`config.mk`:
```
export PLATFORM = sky130hd
export DESIGN_NAME = vlc_stream_top
export DESIGN_NICKNAME = d
export VERILOG_FILES = /design/src/source/vlc_pkg.sv /design/src/source/vlc_stream_top.sv /design/src/source/stream_ctrl_regs.sv /design/src/source/byte_escaper.sv /design/src/source/word_fifo.sv /design/src/source/bit_packer.sv
export SDC_FILE = /design/constraint.sdc
export NUM_CORES = 1
export LEC_CHECK = 0
export ABC_CLOCK_PERIOD_IN_PS = 11700
export BUFFER_PORTS_ARGS = -buffer_cell sky130_fd_sc_hd__clkbuf_2
export CAP_MARGIN = 20
export CELL_PAD_IN_SITES_DETAIL_PLACEMENT = 0
export CELL_PAD_IN_SITES_GLOBAL_PLACEMENT = 1
export CORE_UTILIZATION = 57
export DETAILED_ROUTE_END_ITERATION = 6
export GPL_ROUTABILITY_DRIVEN = 0
export MAX_ROUTING_LAYER = met4
export PLACE_DENSITY = 0.87
export SYNTH_ARGS = -nofsm -noshare
export SYNTH_HDL_FRONTEND = slang
export SYNTH_SLANG_ARGS = --single-unit
```
`constraint.sdc`:
```
create_clock -name xclk -period 11.7 [get_ports xclk]
set_clock_uncertainty 0.1 [all_clocks]
set_input_delay 2.925 -clock xclk [delete_from_list [all_inputs] [get_ports xclk]]
set_output_delay 2.925 -clock xclk [all_outputs]
set_load 0.03 [all_outputs]
```
`src/source/vlc_pkg.sv`:
```
////////////////////
// shared constants, opcodes and beat/word structs
// for the variable-length code packer
////////////////////
package vlc_pkg;

    localparam int cw_width     = 27;   // longest codeword in bits
    localparam int word_width   = 32;   // packed word width
    localparam int fifo_depth   = 16;   // word fifo entries
    localparam int fifo_reserve = 4;    // free entries needed before a beat is taken

    // input beat opcodes
    typedef enum logic {
        OP_CODE  = 1'b0,                // append codeword
        OP_FLUSH = 1'b1                 // close current block
    } cw_op_t;

    typedef struct packed {
        cw_op_t              op;
        logic [cw_width-1:0] bits;      // codeword, msb aligned
        logic [4:0]          len;       // 1..27, only for OP_CODE
    } cw_beat_t;

    typedef struct packed {
        logic [word_width-1:0] data;    // msb first
        logic [2:0]            nbytes;  // valid bytes from msb, 0..4
        logic                  eob;     // end of block, nbytes is 0
    } packed_word_t;

    typedef enum logic [1:0] {
        ESC_IDLE = 2'd0,                // waiting for a word
        ESC_BYTE = 2'd1,                // data byte on output
        ESC_ZERO = 2'd2                 // stuffed zero after 0xff
    } esc_state_t;

    typedef enum logic [1:0] {
        REG_CTRL   = 2'd0,              // bit 0 escape enable
        REG_BYTES  = 2'd1,              // output byte counter
        REG_BLOCKS = 2'd2               // completed block counter
    } reg_addr_t;

endpackage
```
`src/source/vlc_stream_top.sv`:
```
////////////////////
// packer, word fifo, escaper and registers
////////////////////
`timescale 1ns/100ps

module vlc_stream_top (
    input  logic               xclk,
    input  logic               rst,
    input  logic               in_valid,
    output logic               in_ready,
    input  vlc_pkg::cw_beat_t  in_beat,
    output logic               out_valid,
    input  logic               out_ready,
    output logic [7:0]         out_data,
    output logic               blk_done,
    input  logic               cfg_we,
    input  vlc_pkg::reg_addr_t cfg_addr,
    input  logic [31:0]        cfg_wdata,
    output logic [31:0]        cfg_rdata
);

    logic                  beat_fire;       // beat transferred this edge
    logic                  pk_valid;
    vlc_pkg::packed_word_t pk_word;
    logic                  pop;
    logic                  pop_valid;
    vlc_pkg::packed_word_t pop_word;
    logic                  space_ok;
    logic                  escape_en;
    logic                  byte_fire;

    assign beat_fire = in_valid && in_ready;

    // one idle slot after a flush keeps its eob clear of the next block's first word
    always_ff @(posedge xclk) begin
        if (rst)
            in_ready <= 1'b0;
        else
            in_ready <= space_ok && !(beat_fire && in_beat.op == vlc_pkg::OP_FLUSH);
    end

    bit_packer u_packer (
        .xclk       (xclk),
        .rst        (rst),
        .beat_valid (beat_fire),
        .beat       (in_beat),
        .word_valid (pk_valid),
        .word       (pk_word)
    );

    word_fifo u_fifo (
        .xclk      (xclk),
        .rst       (rst),
        .push      (pk_valid),
        .push_word (pk_word),
        .pop       (pop),
        .pop_valid (pop_valid),
        .pop_word  (pop_word),
        .space_ok  (space_ok)
    );

    byte_escaper u_escaper (
        .xclk      (xclk),
        .rst       (rst),
        .escape_en (escape_en),
        .pop_valid (pop_valid),
        .pop_word  (pop_word),
        .pop       (pop),
        .out_valid (out_valid),
        .out_ready (out_ready),
        .out_data  (out_data),
        .byte_fire (byte_fire),
        .blk_done  (blk_done)
    );

    stream_ctrl_regs u_regs (
        .xclk      (xclk),
        .rst       (rst),
        .cfg_we    (cfg_we),
        .cfg_addr  (cfg_addr),
        .cfg_wdata (cfg_wdata),
        .cfg_rdata (cfg_rdata),
        .byte_fire (byte_fire),
        .blk_done  (blk_done),
        .escape_en (escape_en)
    );

endmodule

```
`src/source/stream_ctrl_regs.sv`:
```
////////////////////
// control and status registers
////////////////////
`timescale 1ns/100ps

module stream_ctrl_regs (
    input  logic               xclk,
    input  logic               rst,
    input  logic               cfg_we,
    input  vlc_pkg::reg_addr_t cfg_addr,
    input  logic [31:0]        cfg_wdata,
    output logic [31:0]        cfg_rdata,   // combinational read
    input  logic               byte_fire,
    input  logic               blk_done,
    output logic               escape_en
);

    logic [31:0] byte_cnt;                  // bytes out, stuffed zeros included
    logic [31:0] blk_cnt;                   // eob markers seen

    always_ff @(posedge xclk) begin
        if (rst) begin
            escape_en <= 1'b1;              // stuffing on by default
            byte_cnt  <= '0;
            blk_cnt   <= '0;
        end else begin
            if (cfg_we && cfg_addr == vlc_pkg::REG_CTRL)
                escape_en <= cfg_wdata[0];
            if (cfg_we && cfg_addr == vlc_pkg::REG_BYTES)
                byte_cnt <= '0;             // any write clears
            else if (byte_fire)
                byte_cnt <= byte_cnt + 1'b1;
            if (cfg_we && cfg_addr == vlc_pkg::REG_BLOCKS)
                blk_cnt <= '0;
            else if (blk_done)
                blk_cnt <= blk_cnt + 1'b1;
        end
    end

    always_comb begin
        case (cfg_addr)
            vlc_pkg::REG_CTRL:   cfg_rdata = {31'b0, escape_en};
            vlc_pkg::REG_BYTES:  cfg_rdata = byte_cnt;
            vlc_pkg::REG_BLOCKS: cfg_rdata = blk_cnt;
            default:             cfg_rdata = '0;
        endcase
    end

endmodule

```
`src/source/byte_escaper.sv`:
```
////////////////////
// word to byte splitter with 0xff zero stuffing
////////////////////
`timescale 1ns/100ps

module byte_escaper (
    input  logic                  xclk,
    input  logic                  rst,
    input  logic                  escape_en,    // stuff 0x00 after 0xff
    input  logic                  pop_valid,
    input  vlc_pkg::packed_word_t pop_word,
    output logic                  pop,
    output logic                  out_valid,
    input  logic                  out_ready,
    output logic [7:0]            out_data,
    output logic                  byte_fire,    // any byte transferred, stuffed too
    output logic                  blk_done      // eob marker popped
);

    vlc_pkg::esc_state_t            state;
    logic [vlc_pkg::word_width-1:0] word_q;     // current byte in the top 8 bits
    logic [2:0]                     left;       // data bytes not yet sent
    logic                           last_byte;
    logic                           need_zero;

    assign pop       = (state == vlc_pkg::ESC_IDLE) && pop_valid;
    assign out_valid = (state != vlc_pkg::ESC_IDLE);
    assign out_data  = (state == vlc_pkg::ESC_ZERO) ? 8'h00
                                                    : word_q[vlc_pkg::word_width-1 -: 8];
    assign byte_fire = out_valid && out_ready;
    assign last_byte = (left == 3'd1);
    assign need_zero = escape_en && (word_q[vlc_pkg::word_width-1 -: 8] == 8'hff);

    always_ff @(posedge xclk) begin
        if (rst) begin
            state    <= vlc_pkg::ESC_IDLE;
            left     <= '0;
            blk_done <= 1'b0;
        end else begin
            blk_done <= pop && pop_word.eob;    // eob sends no byte
            case (state)
                vlc_pkg::ESC_IDLE: begin
                    if (pop && !pop_word.eob && pop_word.nbytes != 3'd0) begin
                        state <= vlc_pkg::ESC_BYTE;
                        left  <= pop_word.nbytes;
                    end
                end
                vlc_pkg::ESC_BYTE: begin
                    if (out_ready) begin
                        left <= left - 1'b1;
                        if (need_zero)
                            state <= vlc_pkg::ESC_ZERO;
                        else if (last_byte)
                            state <= vlc_pkg::ESC_IDLE;
                    end
                end
                vlc_pkg::ESC_ZERO: begin
                    if (out_ready)              // left already counts the 0xff as sent
                        state <= (left == 3'd0) ? vlc_pkg::ESC_IDLE : vlc_pkg::ESC_BYTE;
                end
                default: state <= vlc_pkg::ESC_IDLE;
            endcase
        end
    end

    always_ff @(posedge xclk) begin
        if (pop)
            word_q <= pop_word.data;
        else if (state == vlc_pkg::ESC_BYTE && out_ready)
            word_q <= word_q << 8;              // next byte up
    end

endmodule

```
`src/source/word_fifo.sv`:
```
////////////////////
// 16-entry fifo of packed words with free-space flag
////////////////////
`timescale 1ns/100ps

module word_fifo (
    input  logic                  xclk,
    input  logic                  rst,
    input  logic                  push,         // from packer, no backpressure
    input  vlc_pkg::packed_word_t push_word,
    input  logic                  pop,
    output logic                  pop_valid,
    output vlc_pkg::packed_word_t pop_word,
    output logic                  space_ok      // at least fifo_reserve entries free
);

    vlc_pkg::packed_word_t                   mem [vlc_pkg::fifo_depth];
    logic [$clog2(vlc_pkg::fifo_depth)-1:0] wr_ptr;
    logic [$clog2(vlc_pkg::fifo_depth)-1:0] rd_ptr;
    logic [$clog2(vlc_pkg::fifo_depth):0]   count;     // fill level 0..depth
    logic                                   do_push;
    logic                                   do_pop;

    assign do_push   = push && (count != vlc_pkg::fifo_depth);  // full drop never expected
    assign do_pop    = pop && pop_valid;
    assign pop_valid = (count != '0);
    assign pop_word  = mem[rd_ptr];
    assign space_ok  = (vlc_pkg::fifo_depth - int'(count)) >= vlc_pkg::fifo_reserve;

    always_ff @(posedge xclk) begin
        if (rst) begin
            wr_ptr <= '0;
            rd_ptr <= '0;
            count  <= '0;
        end else begin
            if (do_push)
                wr_ptr <= wr_ptr + 1'b1;    // wraps at depth
            if (do_pop)
                rd_ptr <= rd_ptr + 1'b1;
            case ({do_push, do_pop})
                2'b10:   count <= count + 1'b1;
                2'b01:   count <= count - 1'b1;
                default: count <= count;    // both or none
            endcase
        end
    end

    always_ff @(posedge xclk) begin
        if (do_push)
            mem[wr_ptr] <= push_word;
    end

endmodule

```
`src/source/bit_packer.sv`:
```
////////////////////
// three-stage barrel shifter packing codewords into 32-bit words
////////////////////
`timescale 1ns/100ps

module bit_packer (
    input  logic                  xclk,
    input  logic                  rst,
    input  logic                  beat_valid,   // beat transferred on this edge
    input  vlc_pkg::cw_beat_t     beat,
    output logic                  word_valid,   // pushes word into fifo
    output vlc_pkg::packed_word_t word
);

    logic                              cw_fire;    // codeword beat
    logic                              fl_fire;    // flush beat
    logic [4:0]                        pos;        // running bit position mod 32
    logic [5:0]                        pos_sum;    // bit 5 is carry out of the word
    logic [vlc_pkg::cw_width-1:0]      cw_clean;   // bits below len forced to zero

    logic                              s1_cw;
    logic                              s1_fl;
    logic                              s1_carry;
    logic [4:0]                        s1_pos;     // position before this beat
    logic [vlc_pkg::cw_width+23:0]     s1_data;    // shifted by 0/8/16/24

    logic                              s2_cw;
    logic                              s2_fl;
    logic                              s2_carry;
    logic [4:0]                        s2_pos;
    logic [vlc_pkg::cw_width+29:0]     s2_data;    // shifted by 0/2/4/6 more
    logic [vlc_pkg::word_width-1:0]    s2_mask;    // 1 takes new bits, 0 keeps held

    logic [vlc_pkg::cw_width+30:0]     placed;     // final 0/1 shift, two-word window
    logic [vlc_pkg::word_width-1:0]    merged;     // held word with new bits in
    logic [vlc_pkg::word_width-1:0]    acc;        // partial word being filled
    logic [5:0]                        rnd_bits;   // residue bits + 7 for byte round-up

    logic                              s3_fl;
    logic [vlc_pkg::word_width-1:0]    fl_data;    // residue waiting for output slot
    logic [2:0]                        fl_nbytes;
    logic                              s4_fl;      // eob marker next

    // mask of bits from position p to the lsb, byte table then byte shift
    function automatic logic [31:0] pos_mask(input logic [4:0] p);
        logic [7:0] m8;
        case (p[2:0])
            3'd0:    m8 = 8'hff;
            3'd1:    m8 = 8'h7f;
            3'd2:    m8 = 8'h3f;
            3'd3:    m8 = 8'h1f;
            3'd4:    m8 = 8'h0f;
            3'd5:    m8 = 8'h07;
            3'd6:    m8 = 8'h03;
            default: m8 = 8'h01;
        endcase
        return {m8, 24'hffffff} >> {p[4:3], 3'b000};
    endfunction

    assign cw_fire  = beat_valid && (beat.op == vlc_pkg::OP_CODE);
    assign fl_fire  = beat_valid && (beat.op == vlc_pkg::OP_FLUSH);
    assign pos_sum  = {1'b0, pos} + {1'b0, beat.len};
    assign cw_clean = beat.bits & ~({vlc_pkg::cw_width{1'b1}} >> beat.len);
    assign placed   = {s2_data, 1'b0} >> s2_pos[0];
    assign merged   = (acc & ~s2_mask) |
                      (placed[vlc_pkg::cw_width+30 -: vlc_pkg::word_width] & s2_mask);
    assign rnd_bits = {1'b0, s2_pos} + 6'd7;

    always_ff @(posedge xclk) begin
        if (rst) begin
            pos        <= '0;
            s1_cw      <= 1'b0;
            s1_fl      <= 1'b0;
            s2_cw      <= 1'b0;
            s2_fl      <= 1'b0;
            s3_fl      <= 1'b0;
            s4_fl      <= 1'b0;
            word_valid <= 1'b0;
        end else begin
            if (fl_fire)
                pos <= '0;                  // next block starts at msb
            else if (cw_fire)
                pos <= pos_sum[4:0];
            s1_cw      <= cw_fire;
            s1_fl      <= fl_fire;
            s2_cw      <= s1_cw;
            s2_fl      <= s1_fl;
            s3_fl      <= s2_fl;
            s4_fl      <= s3_fl;
            word_valid <= (s2_cw && s2_carry) || (s3_fl && fl_nbytes != 3'd0) || s4_fl;
        end
    end

    always_ff @(posedge xclk) begin
        // stage 1, byte shift
        s1_pos   <= pos;                    // on flush this is the residue length
        s1_carry <= pos_sum[5];
        s1_data  <= {cw_clean, 24'b0} >> {pos[4:3], 3'b000};
        // stage 2, bit-pair shift and mask lookup
        s2_pos   <= s1_pos;
        s2_carry <= s1_carry;
        s2_data  <= {s1_data, 6'b0} >> {s1_pos[2:1], 1'b0};
        s2_mask  <= pos_mask(s1_pos);
        // stage 3, single-bit shift and merge
        if (s2_cw) begin
            if (s2_carry)                   // spill bits open the next word
                acc <= {placed[vlc_pkg::cw_width-2:0],
                        {(vlc_pkg::word_width-vlc_pkg::cw_width+1){1'b0}}};
            else
                acc <= merged;
        end else if (s2_fl) begin
            acc <= '0;
        end
        if (s2_fl) begin
            fl_data   <= acc;
            fl_nbytes <= rnd_bits[5:3];     // whole bytes, rounded up
        end
        // output register
        if (s2_cw && s2_carry) begin
            word.data   <= merged;
            word.nbytes <= 3'd4;
            word.eob    <= 1'b0;
        end else if (s3_fl) begin
            word.data   <= fl_data;         // already zero below the residue
            word.nbytes <= fl_nbytes;
            word.eob    <= 1'b0;
        end else if (s4_fl) begin
            word.data   <= '0;
            word.nbytes <= 3'd0;
            word.eob    <= 1'b1;
        end
    end

endmodule

```
======== Word-level counts from Yosys, hierarchy flattened ========
Memory sizes are Yosys's and may differ from the RTL's. A register that Yosys moved wholly into a read port is not among the register bits.
Index checks and enable logic that the tools add are counted.
word-level totals
  memories kept ........................... 1
  flip-flop bits (word level) ............. 384
  RAM bits ................................ 576
  input port bits ......................... 72
  output and inout bits ................... 43
  word-level logic and storage cells ...... 143
memories
  name        words  width  rd ports  clocked after Yosys merged registers in  write ports  RTL line         RTL
  u_fifo.mem  16     36     1         1                                        1            word_fifo.sv:17  vlc_pkg::packed_word_t mem [vlc_pkg::fifo_depth];
cells by class
  mux-type cells .......................... 26
  bitwise gates (word level) .............. 7
  add/subtract/negate cells ............... 10
  magnitude comparators ................... 1
  reduce and logical (&&, ||, !) cells .... 42
  equal/unequal tests ..................... 19
  shifts and indexed selects .............. 5
operator list
  cell                                                                 count
  2-to-1 mux 32 bit                                                    5
  2-to-1 mux 36 bit                                                    3
  case mux 32 bit (3 select lines)                                     1
  adder 32 x 1 -> 32 bit (second input constant)                       2
  AND 32 bit                                                           2
  >> shifter 58 x 1 -> 58 bit                                          1
  >> shifter 57 x 3 -> 57 bit                                          1
  case mux 8 bit (7 select lines)                                      1
  >> shifter 51 x 5 -> 51 bit                                          1
  greater-or-equal comparator 32 x 4 -> 1 bit (second input constant)  1
  NOT 32 bit                                                           1
  OR 32 bit                                                            1
  >> shifter 32 x 5 -> 32 bit                                          1
  AND 27 bit                                                           1
  NOT 27 bit                                                           1
  >> shifter 27 x 5 -> 27 bit (first input constant)                   1
  logical AND 1 bit                                                    18
  nonzero test 2 bit                                                   6
  2-to-1 mux 2 bit                                                     5
  case mux 5 bit (2 select lines)                                      1
  equality test 3 bit (second input constant)                          3
  nonzero test 3 bit                                                   3
  adder 4 x 1 -> 4 bit (second input constant)                         2
  equality test 8 bit (second input constant)                          1
  28 further kinds                                                     47

======== Longest topological paths before layout ========
Gate-level depths: netlist (run 1).
  word-level depth ........................ 6
  depth in mapped cells ................... 16
  mapped depth without buffers ............ 12

======== Hierarchy ========
A second synthesis (run 1) with hierarchy kept.
unflattened totals
  cells, all modules ...................... 2419
  area total of the unflattened synthesis .. 38562.0 um^2
modules (own cells, without submodules)
  module            times used  seq. area each (um^2)  cells each  area an instance (um^2)
  word_fifo         1           17636.9                931         22621.7
  bit_packer        1           6316.1                 909         10745.3
  stream_ctrl_regs  1           1301.2                 400         3404.5
  byte_escaper      1           1081.0                 175         1749.2
  vlc_stream_top    1           20.0                   4           41.3

======== Worst setup path after synthesis (run 1) ========
Ideal clock, no wire load.
  path kind ............................... input to output
  start ................................... input port cfg_addr[0]
  end ..................................... output port cfg_rdata[0]
  path buffers ............................ 2
  stages .................................. 5
  slack ................................... 4.791 ns
  arrival ................................. 3.884 ns
  required time ........................... 8.675 ns
  path through ............................ nor2b_1 > clkbuf_1 > clkbuf_1 > nand2_1 > o21ai_1
on the way
  word-level cells in the longest chain between the ends .. 2
  elaborated cells on any way between the ends .. 4
  those cells by class .................... eq/ne (2); mux (1); reduce/logical (1)
ends and longest elaborated chain
  element                                            RTL line                RTL
  start: declaration                                 vlc_stream_top.sv:17    input vlc_pkg::reg_addr_t cfg_addr,
  equality test 2 bit, or another cell as far along  stream_ctrl_regs.sv:41  case (cfg_addr)
  case mux 32 bit (3 select lines) (*)               stream_ctrl_regs.sv:41
  end: declaration                                   vlc_stream_top.sv:19    output logic [31:0] cfg_rdata
Every way passes the cells marked *; elsewhere a longest branch is shown, timed or not.

======== Final worst setup path (run 1) ========
  start ................................... input port cfg_addr[1]
  end ..................................... output port cfg_rdata[25]
Same word-level chain as after synthesis.

==> results.cfg, run 1 <==
[outcome]
status = complete, but fails checks
violations = DRC

[floorplanning]
die_w_um = 260
io_pins = 115
start_util_pct = 57.7
die_h_um = 260
die_area_um2 = 67800
num_rows = 94
core-area_um2 = 65900

[route]
first_pass_iters = 7
drt_wl_total_mm = 87.7
ant_nets = 0
drt_iter0_drc = 1996
route.vias.total = 21100
drt-wirelength-per-cell_um = 26.0
avgViaCountPerCell = 6.26
drcViolationCount = 1

[power_and_ir_drop]
pwr-share-comb_pct = 16.9
swShare_pct = 25.9
p_total_mw = 8.68
p_int_mw = 6.43
power.density_nw_per_um2 = 204
leakagePower_nw = 14.0
pwr-share-clk_pct = 35.9
peakVddDrop_mv = 0.162
power_frac_seq_pct = 47.1
p_switching_mw = 2.25

[synth]
synth-edff-count = 707
synthArstFlopShare_pct = 0
synth.cell_area_um2 = 38000
synthCells = 2350
synth_top_cell_by_area = edfxtp_1
synth_top_area_share_pct = 55.8
synth_area_leaders = edfxtp_1, dfxtp_1, mux4_2
synth_top_flop_cell = edfxtp_1
yosysMostFrequentCell = edfxtp_1
ys_warn_count = 0
syn_nets = 2442
synthTopCellsByCount = edfxtp_1, dfxtp_1, mux4_2, nand2_1, nor2_1
synth_seq_area_share_pct = 69.3
yosys_register_bits = 963
syn_area_per_cell_um2 = 16.2
ys_types = 67

[cts]
cts_tree = yes
path_clk_slew_ns = 0.06
cts_buffer_depth = 3
clock_sink_count = 963
holdBufCountCts = 0
clock_latency_ns = 0.64
clockRootBuffer = clkbuf_16
cts_buffers = 96
cts.htree.levels = 3
post_cts_resized = 0
cts_setup_buffers = 0

[global_routing]
grt_max_degree = 100
grt_pass1_vias = 21300
grt_antenna_before_repair = 4
grtUsageTotal_pct = 27.0
grt_pass1_wl_mm = 130
overflow = 0

[sta]
final_hold_viol_count = 0
finalCriticalPeriod_ns = 7.09
worst_slack_ns = 4.61
fmax_mhz = 141
final_max_slew_viol_count = 0
rsz0062_at_grt = false
setup_viol = 0
max-slew-margin-rel_pct = 23.3
fin_setup_tns_ns = 0
min_period_over_period_pct = 60.6
worstMarginPinSlew_ns = 1.15

[layout]
area_delta_synth_final_pct = 12.0
nNetsFinal = 2519
fill_cells = 4452
drive_above_1_share_pct = 20.4

[setup_path]
worstSetupStartpointType = input port
required_ns = 8.68
worstPathMaxFanout = 26
cpMostUsedCell = clkbuf_2
critPathLaunch = cfg_addr[1]
cp.arrival_ns = 4.06
crit_path_top_delay_cell = nor2b_2
max_stage_delay_ns = 0.41
crit_chain = clkbuf_2, nor2b_2, buf_16, a22o_1, clkbuf_2
crit_type = input port to primary output
end_kind = primary output

[placed_design]
detailed_place_hpwl_mm = 47.9
dpl_worst_slack_ns = 4.08
placement.io_buffers = 83

[min_path]
hold_class = flip-flop to flip-flop
min-delay-start = u_packer.s1_carry$_DFF_P_

[job]
drv_cap = 0
==> routing by layer <==
layer	wire length [um]	share of wire, %	GRT usage (%)	vias to the layer above
li1	-	-	-	9279
met1	32900	38	32.6	10700
met2	45600	52	45.4	907
met3	6050	6.9	4.99	187
met4	3140	3.6	9.96	0
met5	0	0	-	-
==> flip-flops by register name, indices dropped and copies added, names as in the netlist, 4 cells and up, named ones only <==
signal	flops
u_escaper.word_q	32
u_packer.s2_pos	5
u_packer.fl_data	32
u_packer.word	36
u_packer.acc	32
u_regs.blk_cnt	32
u_packer.pos	5
u_packer.s1_pos	5
u_packer.s2_data	57
u_fifo.wr_ptr	4
u_fifo.mem	576
u_fifo.rd_ptr	4
u_fifo.count	5
u_packer.s1_data	51
u_regs.byte_cnt	32
u_packer.s2_mask	31
==> critical path: cells and delay by family <==
family          cells  cell delay (ns)
buf+inv             3             0.54
simple gates        1             0.41
compound gates      1             0.17
==> kinds of logic after synthesis <==
group / synth area share (%)
flip-flops: 69.3
AND/OR/NAND/NOR: 6.99
multiplexers: 15.0
AO/OA/AOI/OAI: 4.53
buffers and inverters: 1.75
XOR/XNOR: 1.59
adder cells (fa/ha/maj): 0.836
==> power by group through the flow <==
stage                     combinational (mW)  sequential, mW  clock [mW]
after global placement                  1.42            4.15           0
after detailed placement                1.45            4.16           0
after CTS                               1.49            4.10        3.15
after floorplan                         1.20            4.02           0
final                                   1.47            4.09        3.12
after global routing                    1.58            4.12        3.29
==> layout make-up <==
type,count,area (um^2),area share [%]
diodes,2,5.00,0.0118
clock inverters,53,594,1.40
inverters,25,93.8,0.220
flip-flops and latches,963,26400,61.9
repair buffers,116,703,1.65
well taps,864,1080,2.54
multi-input cells,1225,11100,26.1
clock buffers,124,2610,6.13
==> stage by stage <==
| step | hold WS (ns) | util (%) | instance area [um^2] | instances |
|---|---|---|---|---|
| 6_report | 0.236 | 64.7 | 42600 | 3372 |
| 5_1_grt | 0.242 | 64.7 | 42600 | 3372 |
| 4_1_cts | 0.240 | 64.6 | 42500 | 3368 |
| 3_5_place_dp | 0.227 | 59.7 | 39300 | 3191 |
| 3_3_place_gp | 0.217 | 59.7 | 39300 | 3191 |
| 2_1_floorplan | 0.210 | - | 38000 | 2350 |
==> path summary, 6_finish.rpt <==
kind | end | slack [ns] | cells after the start
worst max-delay path | cfg_rdata[25] | 4.61 | 5
worst min register to register | u_packer.s2_carry$_DFF_P_ | 0.24 | 0
worst min-delay path | u_packer.s2_carry$_DFF_P_ | 0.24 | 0
worst max register to register | u_escaper.left[0]$_SDFFE_PP0P_ | 7.75 | 7
==> cells in the final DEF, fill, tap and decap left out, drive strengths merged, types with 15 or more instances in the layout <==
cell type | synthesis | routed
nand4 | 28 | 28
mux2i | 82 | 82
xor2 | 47 | 47
clkinv | 0 | 33
nand2 | 165 | 165
ha | 19 | 19
a22o | 36 | 36
buf | 37 | 33
mux4 | 213 | 213
inv | 25 | 27
nand3 | 64 | 64
o21ai | 95 | 95
dfxtp | 256 | 256
a21oi | 34 | 34
xnor2 | 22 | 22
nor2b | 20 | 20
nor3 | 16 | 16
clkbuf | 100 | 207
nor2 | 161 | 161
and2 | 30 | 30
nand2b | 15 | 15
edfxtp | 707 | 707
o22ai | 38 | 38
Note: power is estimated with default switching activity, not from simulation.
==> inputs of run 2 (changes only) <==
Settings changed: ABC_CLOCK_PERIOD_IN_PS 11700 to 7300, CORE_UTILIZATION 57 to 53, PLACE_DENSITY 0.87 to 0.82.
Clock period 11.7 ns to 7.3 ns, I/O delays scaled along.
==> run 2 against run 1 <==
Compared with the run above: the flow now finishes without violations; final cell count grew 2.3%; setup slack got worse by 2.3 ns; critical path depth did not move; register-to-register slack worse by 4.1 ns; flip-flop and latch count did not move; die area grew 7.5%; highest routed layer unchanged; sequential share of layout area about the same; count of clock-buffer cells in the layout rose by 2.
==> results.cfg, run 2 (synthesized netlist as in run 1, its figures left out) <==
[placed_design]
dpl_worst_slack_ns = 1.89
postPlaceCellArea_um2 = 39500
placement.io_buffers = 83
dp_cells = 3272
detailed_place_hpwl_mm = 47.9

[layout]
post-route-util_pct = 60.4
largest_register_ffs = 576
drive_above_1_share_pct = 20.9
stdcell_count = 3451
nNetsFinal = 2521
area_delta_synth_final_pct = 12.0
largestRegisters = u_fifo.mem: 576 flops, u_packer.s2_data: 57 flops, u_packer.s1_data: 51 flops
final_common_cell = edfxtp_1
final_cell_area_um2 = 42600
mostFrequentLayoutCells = edfxtp_1, dfxtp_1, mux4_2
regMostFlops = u_fifo.mem

[sta]
rsz0062_at_grt = false
final_max_slew_viol_count = 0
worst_slack_ns = 2.32
worstMarginPinSlew_ns = 1.04
fmax_mhz = 201
final_hold_viol_count = 0
fin_hold_ws_ns = 0.236
max-slew-margin-rel_pct = 30.9
finalCriticalPeriod_ns = 4.98
min_period_over_period_pct = 68.2
setup_viol = 0
fin_setup_tns_ns = 0

[route]
drt-wirelength-per-cell_um = 24.8
route.vias.total = 21000
drt_iter0_drc = 2023
ant_nets = 0
avgViaCountPerCell = 6.08
drcViolationCount = 0
drt_wl_total_mm = 85.5
first_pass_iters = 5

[floorplanning]
start_util_pct = 53.9
io_pins = 115
die_area_um2 = 72800
die_w_um = 270
core-area_um2 = 70500
die_h_um = 270
num_rows = 97

[setup_path]
cpMostUsedCell = clkbuf_2
worstPathMaxFanout = 22
crit_path_top_delay_cell = nor2b_2
max_stage_delay_ns = 0.46
cp.arrival_ns = 3.06
required_ns = 5.38
end_kind = primary output
crit_type = input port to primary output
worstSetupStartpointType = input port
crit_chain = clkbuf_2, nor2b_2, buf_8, a22o_1, clkbuf_2

[global_routing]
grtUsageTotal_pct = 24.3
grt_antenna_before_repair = 7
grt_max_degree = 90
grt_pass1_wl_mm = 129
grt_pass1_vias = 21200
overflow = 0

[power_and_ir_drop]
swShare_pct = 26.3
power_frac_seq_pct = 47.6
power.density_nw_per_um2 = 322
p_switching_mw = 3.61
pwr-share-comb_pct = 17.4
pwr-share-clk_pct = 35.1
leakagePower_nw = 14.0
peakVddDrop_mv = 0.240
p_total_mw = 13.7
p_int_mw = 10.1

[cts]
clock_sink_count = 963
clockRootBuffer = clkbuf_16
path_clk_slew_ns = 0.06
cts_tree = yes
cts_setup_buffers = 0
clock_latency_ns = 0.65
holdBufCountCts = 0
cts_buffers = 94
cts.htree.levels = 3
post_cts_resized = 0
cts_buffer_depth = 3

[job]
drv_cap = 0

[min_path]
hold_class = flip-flop to flip-flop

[outcome]
status = complete, no violations
-- run 2: per-layer routing --
layer  wire, um  GRT usage, %
met2      44500          40.9
met5          0             -
met4       2230          7.49
met3       5460          4.40
met1      33300          29.8
-- run 2: layout make-up --
type / instances / area, um^2
fill: 5079 / 27900
sequential: 963 / 26400
multi-input combinational: 1225 / 11100
clock buffer: 126 / 2640
tap: 940 / 1180
timing repair buffer: 120 / 733
clock inverter: 48 / 447
inverter: 25 / 93.8
antenna: 4 / 10.0
-- run 2: path summary, 6_finish.rpt --
path | startpoint | to | slack (ns) | cells after the start
setup / recovery | cfg_addr[1] | cfg_rdata[22] | 2.32 | 5
hold / removal | u_packer.s1_carry$_DFF_P_ | u_packer.s2_carry$_DFF_P_ | 0.24 | 0
setup reg to reg | flip-flop | u_escaper.left[1]$_SDFFE_PP0P_ | 3.70 | 7
hold reg to reg | u_packer.s1_carry$_DFF_P_ | u_packer.s2_carry$_DFF_P_ | 0.24 | 0
-- run 2: power by group through the flow --
| stage | registers [mW] | clock network (mW) | logic (mW) |
|---|---|---|---|
| 2_1_floorplan | 6.44 | 0 | 1.92 |
| 3_3_place_gp | 6.63 | 0 | 2.33 |
| 3_5_place_dp | 6.64 | 0 | 2.38 |
| 4_1_cts | 6.53 | 4.87 | 2.41 |
| 5_1_grt | 6.57 | 5.08 | 2.57 |
| 6_report | 6.53 | 4.81 | 2.39 |
-- run 2: worst max-delay path, delay by kind of cell --
kind / cells / cell delay [ns]
buffers and inverters: 3 / 0.59
AOI/OAI and AO/OA: 1 / 0.18
and+or+nand+nor: 1 / 0.46
==> inputs of run 3 (changes only) <==
Settings changed: ABC_CLOCK_PERIOD_IN_PS 7300 to 4670.
Clock period 7.3 ns to 4.67 ns, I/O delays scaled along.
==> run 3 against run 2 <==
Compared with the run above: via count down 0.76%; die area did not move; count of clock-buffer cells in the layout unchanged; critical path depth unchanged; total power increased by 57%; design area is 0.36% higher; sequential share of layout area shrank 0.22 points; setup slack worse by 1.2 ns; clock power grew 56%; highest routed layer unchanged.
==> results.cfg, run 3 (synthesized netlist as in run 1, its figures left out) <==
[cts]
cts.htree.levels = 3
path_clk_slew_ns = 0.06
clockRootBuffer = clkbuf_16
cts_buffer_depth = 3
post_cts_resized = 0
cts_setup_buffers = 0
cts_tree = yes
cts_buffers = 94
holdBufCountCts = 0
clock_sink_count = 963
clock_latency_ns = 0.66

[placed_design]
dp_cells = 3285
detailed_place_hpwl_mm = 50.7
placement.io_buffers = 83
postPlaceCellArea_um2 = 39600

[route]
avgViaCountPerCell = 6.02
wl_met2_mm = 42.2
drt-wirelength-per-cell_um = 24.2
wl_met3_mm = 4.93
wl_met1_mm = 34.4
drcViolationCount = 0
first_pass_iters = 7
dr.max_layer_used = met4
ant_nets = 0
drt_iter0_drc = 1849
drt_wl_total_mm = 83.5
route.vias.total = 20800

[layout]
drive_above_1_share_pct = 21.4
mostFrequentLayoutCells = edfxtp_1, dfxtp_1, mux4_2
nNetsFinal = 2534
largestRegisters = u_fifo.mem: 576 flops, u_packer.s2_data: 57 flops, u_packer.s1_data: 51 flops
post-route-util_pct = 60.6
final_common_cell = edfxtp_1
stdcell_count = 3456
largest_register_ffs = 576
final_cell_area_um2 = 42700
regMostFlops = u_fifo.mem
fill_cells = 5031
area_delta_synth_final_pct = 12.4

[power_and_ir_drop]
power.density_nw_per_um2 = 503
p_switching_mw = 5.64
power_frac_seq_pct = 47.7
p_int_mw = 15.9
swShare_pct = 26.2
pwr-share-comb_pct = 17.4
pwr-share-clk_pct = 35.0
peakVddDrop_mv = 0.364
leakagePower_nw = 14.1

[global_routing]
grt_pass1_vias = 21000
grt_max_degree = 70
grt_antenna_before_repair = 1
overflow = 0
grtUsageTotal_pct = 23.8
grt_pass1_wl_mm = 128

[sta]
final_max_slew_viol_count = 0
finalCriticalPeriod_ns = 3.54
fin_hold_ws_ns = 0.226
final_hold_viol_count = 0
min_period_over_period_pct = 75.7
max-slew-margin-rel_pct = 32.7
worstMarginPinSlew_ns = 1.01
setup_viol = 0
rsz0062_at_grt = false
fmax_mhz = 283
fin_setup_tns_ns = 0

[min_path]
min-delay-start = u_packer.s1_carry$_DFF_P_
hold_class = flip-flop to flip-flop

[floorplanning]
die_w_um = 270
die_area_um2 = 72800
die_h_um = 270
start_util_pct = 53.9
core-area_um2 = 70500
io_pins = 115
num_rows = 97

[setup_path]
required_ns = 3.40
crit_path_top_delay_cell = buf_4
worstReg2RegStart = u_fifo.count[1]$_SDFFE_PP0P_
cp.arrival_ns = 2.27
max_stage_delay_ns = 0.34
path_buf_inv = 3
crit_type = input port to primary output
cpMostUsedCell = clkbuf_2
critPathTopFamily = buffers and inverters
critPathLaunch = cfg_addr[1]
worstSetupStartpointType = input port
end_kind = primary output
worstPathMaxFanout = 33
crit_chain = clkbuf_2, nor2b_2, buf_4, a22o_1, clkbuf_2

[outcome]
status = complete, no violations

[job]
drv_cap = 0
[run 3: cell types whose count changed in the layout (fill, tap and decap cells not counted), sizes merged]
cell / delta
diode: -2
inv: -3
buf: +13
clkinv: -1
clkinvlp: -2
[run 3: path summary, 6_finish.rpt]
kind	endpoint	slack (ns)	cells after the start
worst max-delay path	cfg_rdata[25]	1.13	5
worst min-delay path	u_packer.s2_carry$_DFF_P_	0.23	0
worst max register to register	u_fifo.mem[4][16]$_DFFE_PP_	1.29	6
worst min register to register	u_packer.s2_carry$_DFF_P_	0.23	0
[run 3: cell type report]
| cell class | count | area [um^2] | share of cell area (%) |
|---|---|---|---|
| clock buffer | 126 | 2650 | 6.20 |
| sequential | 963 | 26400 | 61.7 |
| clock inverter | 42 | 447 | 1.04 |
| tap | 940 | 1180 | 2.75 |
| antenna | 2 | 5.00 | 0.0117 |
| inverter | 25 | 93.8 | 0.220 |
| multi-input combinational | 1225 | 11100 | 26.0 |
| timing repair buffer | 133 | 873 | 2.04 |
[run 3: stage by stage]
step                      power, mW  setup WS (ns)
final                          21.5           1.13
after global routing           22.3           1.07
after CTS                      21.6           1.16
after detailed placement       14.2           1.15
after global placement         14.1           1.19
after floorplan                13.1          0.220
[run 3: metal layers]
layer,GRT usage (%),up-vias
met5,-,-
li1,-,9314
met4,6.40,0
met3,3.24,131
met2,39.3,716
met1,31.3,10700
[run 3: power by group through the flow]
stage | registers, mW | clock network, mW | logic [mW]
floorplan | 10.1 | 0 | 3.00
global placement | 10.4 | 0 | 3.66
detailed placement | 10.4 | 0 | 3.73
CTS | 10.2 | 7.62 | 3.76
global route | 10.3 | 7.95 | 4.03
finish | 10.2 | 7.52 | 3.73
